==> src/hn_noc_pkg.sv <==
package hn_noc_pkg;

  // mesh coordinates
  parameter int NODE_X_W = 3;
  parameter int NODE_Y_W = 3;

  typedef logic [NODE_X_W-1:0] node_x_t;
  typedef logic [NODE_Y_W-1:0] node_y_t;

  typedef struct packed {
    node_x_t x;
    node_y_t y;
  } node_id_t;

  // router output ports with L as the local port
  typedef enum logic [2:0] {
    N = 3'd0,
    S = 3'd1,
    E = 3'd2,
    W = 3'd3,
    L = 3'd4
  } io_port_t;

  parameter int VC_ID_W = 2;
  typedef logic [VC_ID_W-1:0] vc_id_t;

  parameter int TXN_ID_W = 8;
  typedef logic [TXN_ID_W-1:0] txn_id_t;

  // one flit format for every channel
  typedef struct packed {
    node_id_t    tgt_id;
    node_id_t    src_id;
    logic [4:0]  opcode;
    txn_id_t     txn_id;
    logic [31:0] payload;
  } hn_flit_t;

  // one direction of a router link
  typedef struct packed {
    logic     v;
    vc_id_t   vc_id;
    io_port_t route;
    hn_flit_t flit;
  } hn_link_t;

  // credit pulse
  typedef struct packed {
    logic   v;
    vc_id_t id;
  } hn_lcrd_t;

  // channels the home agent sends on
  parameter int TX_CH_NUM = 3;
  parameter int TX_RESP   = 0;
  parameter int TX_DATA   = 1;
  parameter int TX_SNP    = 2;

  // channels the home agent receives on
  parameter int RX_CH_NUM = 4;
  parameter int RX_REQ    = 0;
  parameter int RX_RESP   = 1;
  parameter int RX_EVICT  = 2;
  parameter int RX_DATA   = 3;

endpackage

==> src/hn_route_dec.sv <==
`timescale 1ns/100ps

module hn_route_dec
  import hn_noc_pkg::*;
(
  input  node_id_t node_id_i,
  input  hn_flit_t flit_i,
  output hn_flit_t flit_o,
  output io_port_t route_o
);

  node_x_t tgt_x;
  node_y_t tgt_y;
  node_x_t own_x;
  node_y_t own_y;

  assign tgt_x = flit_i.tgt_id.x;
  assign tgt_y = flit_i.tgt_id.y;
  assign own_x = node_id_i.x;
  assign own_y = node_id_i.y;

  // flit leaves with this tile as its source
  always_comb begin
    flit_o        = flit_i;
    flit_o.src_id = node_id_i;
  end

  // x first, then y
  always_comb begin
    if (tgt_x > own_x) begin
      route_o = E;
    end else if (tgt_x < own_x) begin
      route_o = W;
    end else if (tgt_y > own_y) begin
      route_o = N;
    end else if (tgt_y < own_y) begin
      route_o = S;
    end else begin
      // target is this tile
      route_o = L;
    end
  end

endmodule

==> src/hn_credit_tracker.sv <==
`timescale 1ns/100ps

module hn_credit_tracker
  import hn_noc_pkg::*;
#(
  parameter int VC_NUM   = 2,
  parameter int VC_DEPTH = 4
) (
  input  logic     clk,
  input  logic     rst_n_i,
  input  logic     take_i,
  input  hn_lcrd_t lcrd_i,
  output logic     rdy_o,
  output vc_id_t   vc_id_o
);

  localparam int CNT_W = $clog2(VC_DEPTH + 1);

  typedef logic [CNT_W-1:0] crd_cnt_t;

  crd_cnt_t          cnt_q [VC_NUM];
  logic [VC_NUM-1:0] vc_avail;

  // lowest vc with credit left wins
  always_comb begin
    vc_id_o = '0;
    for (int v = VC_NUM - 1; v >= 0; v--) begin
      if (vc_avail[v]) begin
        vc_id_o = vc_id_t'(v);
      end
    end
  end

  assign rdy_o = |vc_avail;

  for (genvar v = 0; v < VC_NUM; v++) begin : g_vc
    logic crd_inc;
    logic crd_dec;

    assign vc_avail[v] = (cnt_q[v] != '0);

    assign crd_inc = lcrd_i.v && (lcrd_i.id == vc_id_t'(v));
    assign crd_dec = take_i && (vc_id_o == vc_id_t'(v));

    // take and return on the same vc cancel out
    always_ff @(posedge clk or negedge rst_n_i) begin
      if (!rst_n_i) begin
        cnt_q[v] <= crd_cnt_t'(VC_DEPTH);
      end else if (crd_inc && !crd_dec) begin
        cnt_q[v] <= cnt_q[v] + 1'b1;
      end else if (crd_dec && !crd_inc) begin
        cnt_q[v] <= cnt_q[v] - 1'b1;
      end
    end
  end

endmodule

==> src/hn_eject_fifo.sv <==
`timescale 1ns/100ps

module hn_eject_fifo
  import hn_noc_pkg::*;
#(
  parameter int VC_NUM   = 2,
  parameter int VC_DEPTH = 4
) (
  input  logic     clk,
  input  logic     rst_n_i,
  input  hn_link_t link_i,
  output logic     vld_o,
  output hn_flit_t flit_o,
  input  logic     rdy_i,
  output hn_lcrd_t lcrd_o
);

  // router holds exactly this many credits
  localparam int DEPTH = VC_NUM * VC_DEPTH;
  localparam int PTR_W = (DEPTH > 1) ? $clog2(DEPTH) : 1;
  localparam int CNT_W = $clog2(DEPTH + 1);

  typedef logic [PTR_W-1:0] ptr_t;
  typedef logic [CNT_W-1:0] cnt_t;

  typedef struct packed {
    vc_id_t   vc_id;
    hn_flit_t flit;
  } entry_t;

  entry_t mem [DEPTH];
  ptr_t   wr_ptr_q;
  ptr_t   rd_ptr_q;
  cnt_t   cnt_q;
  logic   wr_en;
  logic   rd_en;
  entry_t head;

  function automatic ptr_t ptr_next(ptr_t p);
    return (p == ptr_t'(DEPTH - 1)) ? '0 : p + 1'b1;
  endfunction

  // the route field is dropped since the flit is already home
  assign wr_en = link_i.v;
  assign rd_en = vld_o && rdy_i;

  assign head   = mem[rd_ptr_q];
  assign vld_o  = (cnt_q != '0);
  assign flit_o = head.flit;

  // credit goes back with the vc the flit came on
  assign lcrd_o.v  = rd_en;
  assign lcrd_o.id = head.vc_id;

  always_ff @(posedge clk) begin
    if (wr_en) begin
      mem[wr_ptr_q] <= '{vc_id: link_i.vc_id, flit: link_i.flit};
    end
  end

  always_ff @(posedge clk or negedge rst_n_i) begin
    if (!rst_n_i) begin
      wr_ptr_q <= '0;
      rd_ptr_q <= '0;
      cnt_q    <= '0;
    end else begin
      if (wr_en) begin
        wr_ptr_q <= ptr_next(wr_ptr_q);
      end
      if (rd_en) begin
        rd_ptr_q <= ptr_next(rd_ptr_q);
      end
      if (wr_en && !rd_en) begin
        cnt_q <= cnt_q + 1'b1;
      end else if (rd_en && !wr_en) begin
        cnt_q <= cnt_q - 1'b1;
      end
    end
  end

endmodule

==> src/hn_local_port.sv <==
`timescale 1ns/100ps

module hn_local_port
  import hn_noc_pkg::*;
#(
  // vc_id_t limits VC_NUM to 4
  parameter int VC_NUM   = 2,
  parameter int VC_DEPTH = 4
) (
  input  logic                      clk,
  input  logic                      rst_n_i,
  input  node_id_t                  node_id_i,

  // home agent sending side
  input  logic     [TX_CH_NUM-1:0]  hn_tx_vld_i,
  input  hn_flit_t [TX_CH_NUM-1:0]  hn_tx_flit_i,
  output logic     [TX_CH_NUM-1:0]  hn_tx_rdy_o,

  // router sending side
  output hn_link_t [TX_CH_NUM-1:0]  tx_link_o,
  input  hn_lcrd_t [TX_CH_NUM-1:0]  tx_lcrd_i,

  // router receiving side
  input  hn_link_t [RX_CH_NUM-1:0]  rx_link_i,
  output hn_lcrd_t [RX_CH_NUM-1:0]  rx_lcrd_o,

  // home agent receiving side
  output logic     [RX_CH_NUM-1:0]  hn_rx_vld_o,
  output hn_flit_t [RX_CH_NUM-1:0]  hn_rx_flit_o,
  input  logic     [RX_CH_NUM-1:0]  hn_rx_rdy_i
);

  // injection paths for resp, data and snp
  logic     [TX_CH_NUM-1:0] tx_hsk;
  hn_flit_t [TX_CH_NUM-1:0] tx_dec_flit;
  io_port_t [TX_CH_NUM-1:0] tx_dec_route;
  vc_id_t   [TX_CH_NUM-1:0] tx_vc_id;

  for (genvar i = 0; i < TX_CH_NUM; i++) begin : g_tx

    hn_route_dec u_route_dec (
      .node_id_i (node_id_i),
      .flit_i    (hn_tx_flit_i[i]),
      .flit_o    (tx_dec_flit[i]),
      .route_o   (tx_dec_route[i])
    );

    hn_credit_tracker #(
      .VC_NUM   (VC_NUM),
      .VC_DEPTH (VC_DEPTH)
    ) u_credit_tracker (
      .clk     (clk),
      .rst_n_i (rst_n_i),
      .take_i  (tx_hsk[i]),
      .lcrd_i  (tx_lcrd_i[i]),
      .rdy_o   (hn_tx_rdy_o[i]),
      .vc_id_o (tx_vc_id[i])
    );

    // rdy is registered, so the link follows vld in the same cycle
    assign tx_hsk[i] = hn_tx_vld_i[i] && hn_tx_rdy_o[i];

    assign tx_link_o[i] = '{
      v:     tx_hsk[i],
      vc_id: tx_vc_id[i],
      route: tx_dec_route[i],
      flit:  tx_dec_flit[i]
    };
  end

  // ejection paths for req, resp, evict and data
  for (genvar i = 0; i < RX_CH_NUM; i++) begin : g_rx

    hn_eject_fifo #(
      .VC_NUM   (VC_NUM),
      .VC_DEPTH (VC_DEPTH)
    ) u_eject_fifo (
      .clk     (clk),
      .rst_n_i (rst_n_i),
      .link_i  (rx_link_i[i]),
      .vld_o   (hn_rx_vld_o[i]),
      .flit_o  (hn_rx_flit_o[i]),
      .rdy_i   (hn_rx_rdy_i[i]),
      .lcrd_o  (rx_lcrd_o[i])
    );
  end

endmodule

==> config.mk <==
export PLATFORM = sky130hd
export DESIGN_NAME = hn_local_port
export DESIGN_NICKNAME = d
export VERILOG_FILES = /design/src/hn_noc_pkg.sv /design/src/hn_route_dec.sv /design/src/hn_credit_tracker.sv /design/src/hn_eject_fifo.sv /design/src/hn_local_port.sv
export SDC_FILE = /design/constraint.sdc
export NUM_CORES = 2
export LEC_CHECK = 0
export BUFFER_PORTS_ARGS = -buffer_cell sky130_fd_sc_hd__buf_2
export CORE_ASPECT_RATIO = 0.7
export CORE_MARGIN = 1.5
export CORE_UTILIZATION = 25
export CTS_CLUSTER_SIZE = 40
export DETAILED_ROUTE_END_ITERATION = 10
export HOLD_SLACK_MARGIN = 0.12
export MAX_ROUTING_LAYER = met4
export PLACE_DENSITY_LB_ADDON = 0.08
export SYNTH_ARGS = -nofsm -noshare
export SYNTH_HDL_FRONTEND = slang
export SYNTH_SLANG_ARGS = --single-unit
==> constraint.sdc <==
create_clock -name clk -period 5.1 [get_ports clk]
set_clock_uncertainty 0.15 [all_clocks]
set_input_delay 1.02 -clock clk [delete_from_list [all_inputs] [get_ports clk]]
set_output_delay 1.02 -clock clk [all_outputs]
set_load 0.005 [all_outputs]
==> flow_metrics.env <==
export IMPL_start_util_pct=25.18
export IMPL_fin_cells=8133
export IMPL_worstSetupStartpointType="flop"
export IMPL_rsz0062_at_grt="false"
export IMPL_fp_row_count=169
export IMPL_totalNegativeSetupSlack_ns=0
export IMPL_wl_per_cell_um=23.99
export IMPL_syn_avg_cell_area_um2=22.93
export IMPL_cp_max_fo=35
export IMPL_clkTransAtPathRegs_ns=0.06
export IMPL_critPathCaptureType="primary output"
export IMPL_portBuffers=579
export IMPL_layout_common_cells="edfxtp_1, buf_2, mux4_2"
export IMPL_max_cap_violations=0
export IMPL_setup_viol=0
export IMPL_vias=34425
export IMPL_route_antenna_remaining_nets=0
export IMPL_worstSetupPathType="flop to primary output"
export IMPL_drive_gt1_share_pct=43.11
export IMPL_fin_crit_ns=4.428
export IMPL_postRouteWirelength_mm=195.1
export IMPL_overflow=0
export IMPL_p_per_area_nw_per_um2=568.7
export IMPL_max_slew_margin_pct=31.03
export IMPL_fp_dieH_um=465.5
export IMPL_post_cts_buffers=0
export IMPL_place_inst=7716
export IMPL_ys_warn_count=0
export IMPL_final_common_cell="edfxtp_1"
export IMPL_antenna_found_initial=73
export IMPL_arrival_ns=3.26
export IMPL_tightest_slew_ns=1.031
export IMPL_report_final_slew_viol_count=0
export IMPL_die_w_um=663.8
export IMPL_grt_max_degree=74
export IMPL_netlist_instances=3332
export IMPL_synth_seq_cells=1946
export IMPL_vias_per_cell=4.233
export IMPL_routabilityCongestion=0.7108
export IMPL_cts_resized=0
export IMPL_ys_seq_area_share_pct=76.11
export IMPL_tritoncts="built"
export IMPL_dieArea_um2=309000
export IMPL_grt_usage_pct=12.83
export IMPL_drcViolationCount=0
export IMPL_nNetsFinal=4425
export IMPL_grt_pass1_vias=36534
export IMPL_finalCritPeriodShare_pct=86.82
export IMPL_htree_levels=4
export IMPL_final_hold_viol_count=0
export IMPL_cts_root_buf="clkbuf_16"
export IMPL_areaGrowthSynthToFinish_pct=18.44
export IMPL_firstDrtPassIters=5
export IMPL_num_io_pins=883
export IMPL_drt_iter0_drc=1922
export IMPL_insertion_delay_ns=0.86
export IMPL_hold_class="primary input to flop"
export IMPL_dp_final_hpwl_mm=113.0
export IMPL_cts_max_path_buffers=4
export IMPL_max_clock_freq_mhz=225.9
export IMPL_numCtsBuffers=215
export IMPL_grt_pass1_wl_mm=279.0
export IMPL_synth_area_um2=76400
export IMPL_status="finished clean"
export IMPL_core_area_um2=303400
export IMPL_ir_drop_v=0.0002969
export IMPL_cts_sinks=1946
export IMPL_worstPathRequired_ns=3.93
export IMPL_power_leakage_uw=0.02915
export IMPL_ys_types=38
## state kept, by name (all words and copies together) (netlist names)
register and flops:
g_rx.u_eject_fifo.cnt_q 16, g_rx.u_eject_fifo.mem 1888, g_rx.u_eject_fifo.rd_ptr_q 12, g_rx.u_eject_fifo.wr_ptr_q 12, g_tx.u_credit_tracker.cnt_q 18
## report_power, final
part	total [uW]	internal (uW)	leakage (uW)	switching, uW
sequential	21700	20100	0.0178	1550
combinational	14800	7320	0.00806	7450
clock	15000	8620	0.00327	6420
## per-layer routing
metal / track usage [%] / vias to the layer above / share of wire [%]
met5: - / - / 0
met4: 2.695 / 0 / 2.1
met3: 3.322 / 352 / 5.7
met2: 20.34 / 786 / 48
met1: 16.60 / 18339 / 45
li1: - / 14948 / -
## cell families after synthesis
family                     after synthesis  synth area share, %
DFF                                   1946                76.11
buffers and inverters                  354                3.102
muxes                                  739                17.84
AOI/OAI and AO/OA                       51               0.5126
other                                    1             0.004908
adders and majority gates               62                1.114
xor gates and xnor gates                26               0.2981
and+or+nand+nor                        153                1.014
## cell usage after synthesis
cell type	number	share of area, %
a2111o_1	4	0.059
a211oi_1	3	0.029
a21o_1	5	0.049
a21oi_1	8	0.052
and2_1	3	0.025
and3b_1	3	0.034
buf_1	38	0.19
buf_2	16	0.10
buf_4	192	1.9
buf_6	40	0.59
clkbuf_1	38	0.19
conb_1	1	0.0049
dfrtp_1	52	1.7
dfstp_2	6	0.21
edfxtp_1	1888	74
fa_1	10	0.26
ha_1	52	0.85
inv_1	30	0.15
mux2_2	263	3.9
mux2i_1	4	0.052
mux4_2	472	14
nand2_1	29	0.14
nand2b_1	14	0.11
nand3_1	14	0.092
nand3b_1	7	0.069
nor2_1	39	0.19
nor2b_1	9	0.074
nor3_1	20	0.13
nor3b_1	3	0.029
o211ai_1	8	0.079
o21a_1	6	0.059
o21ai_0	12	0.079
o32ai_1	3	0.034
o41ai_4	2	0.072
or3_1	4	0.033
or4_1	8	0.079
xnor2_1	14	0.16
xor2_1	12	0.14
## through the flow
step           hold slack (ns)  area, um2  utilization (%)  setup WS [ns]  total power, uW
2_1_floorplan           0.3193      76450                -         0.8540            31000
3_3_place_gp            0.3582      83750            27.60          1.443            37630
3_5_place_dp            0.3457      83750            27.60          1.436            37580
4_1_cts                 0.1567      90420            29.80         0.4437            53010
5_1_grt                 0.2032      90480            29.82         0.3808            54400
6_report                0.2754      90490            29.82         0.6723            51470
## layout make-up
cell class | count | area (um2)
Multi-Input combinational cell | 1034 | 16160
Inverter | 30 | 112.6
Sequential cell | 1946 | 58200
Tap cell | 4018 | 5027
Antenna cell | 30 | 75.07
Fill cell | 29420 | 212900
Timing Repair Buffer | 689 | 4254
Clock inverter | 118 | 1062
Clock buffer | 268 | 5600
## repair_timing
action                                  CTS  global route
hold buffers                              1             0
endpoints found under the hold margin    34             0
endpoints found under the setup margin    0             0
## worst max-delay path, stage by stage (launching register included)
cell	delay, ns
dfrtp_4	0.92
buf_4	0.43
mux4_2	0.57
mux2_2	0.29
buf_2	0.13
## final timing paths
path,from,end,slack (ns),cells after the start
setup / recovery,g_rx[1].u_eject_fifo.rd_ptr_q[0],hn_rx_flit_o[77],0.67,4
hold / removal,rx_link_i[84],g_rx[1].u_eject_fifo.mem[2][21],0.28,1
setup reg to reg,g_rx[1].u_eject_fifo.cnt_q[0],g_rx[1].u_eject_fifo.cnt_q[3],1.76,8
hold reg to reg,g_rx[1].u_eject_fifo.cnt_q[2],g_rx[1].u_eject_fifo.cnt_q[2],0.36,2
max in group asynchronous,rst_n_i,g_tx[0].u_credit_tracker.cnt_q[2],3.29,3
min in group asynchronous,rst_n_i,g_tx[2].u_credit_tracker.cnt_q[4],0.55,2
Note: power is estimated with default switching activity, not from simulation.
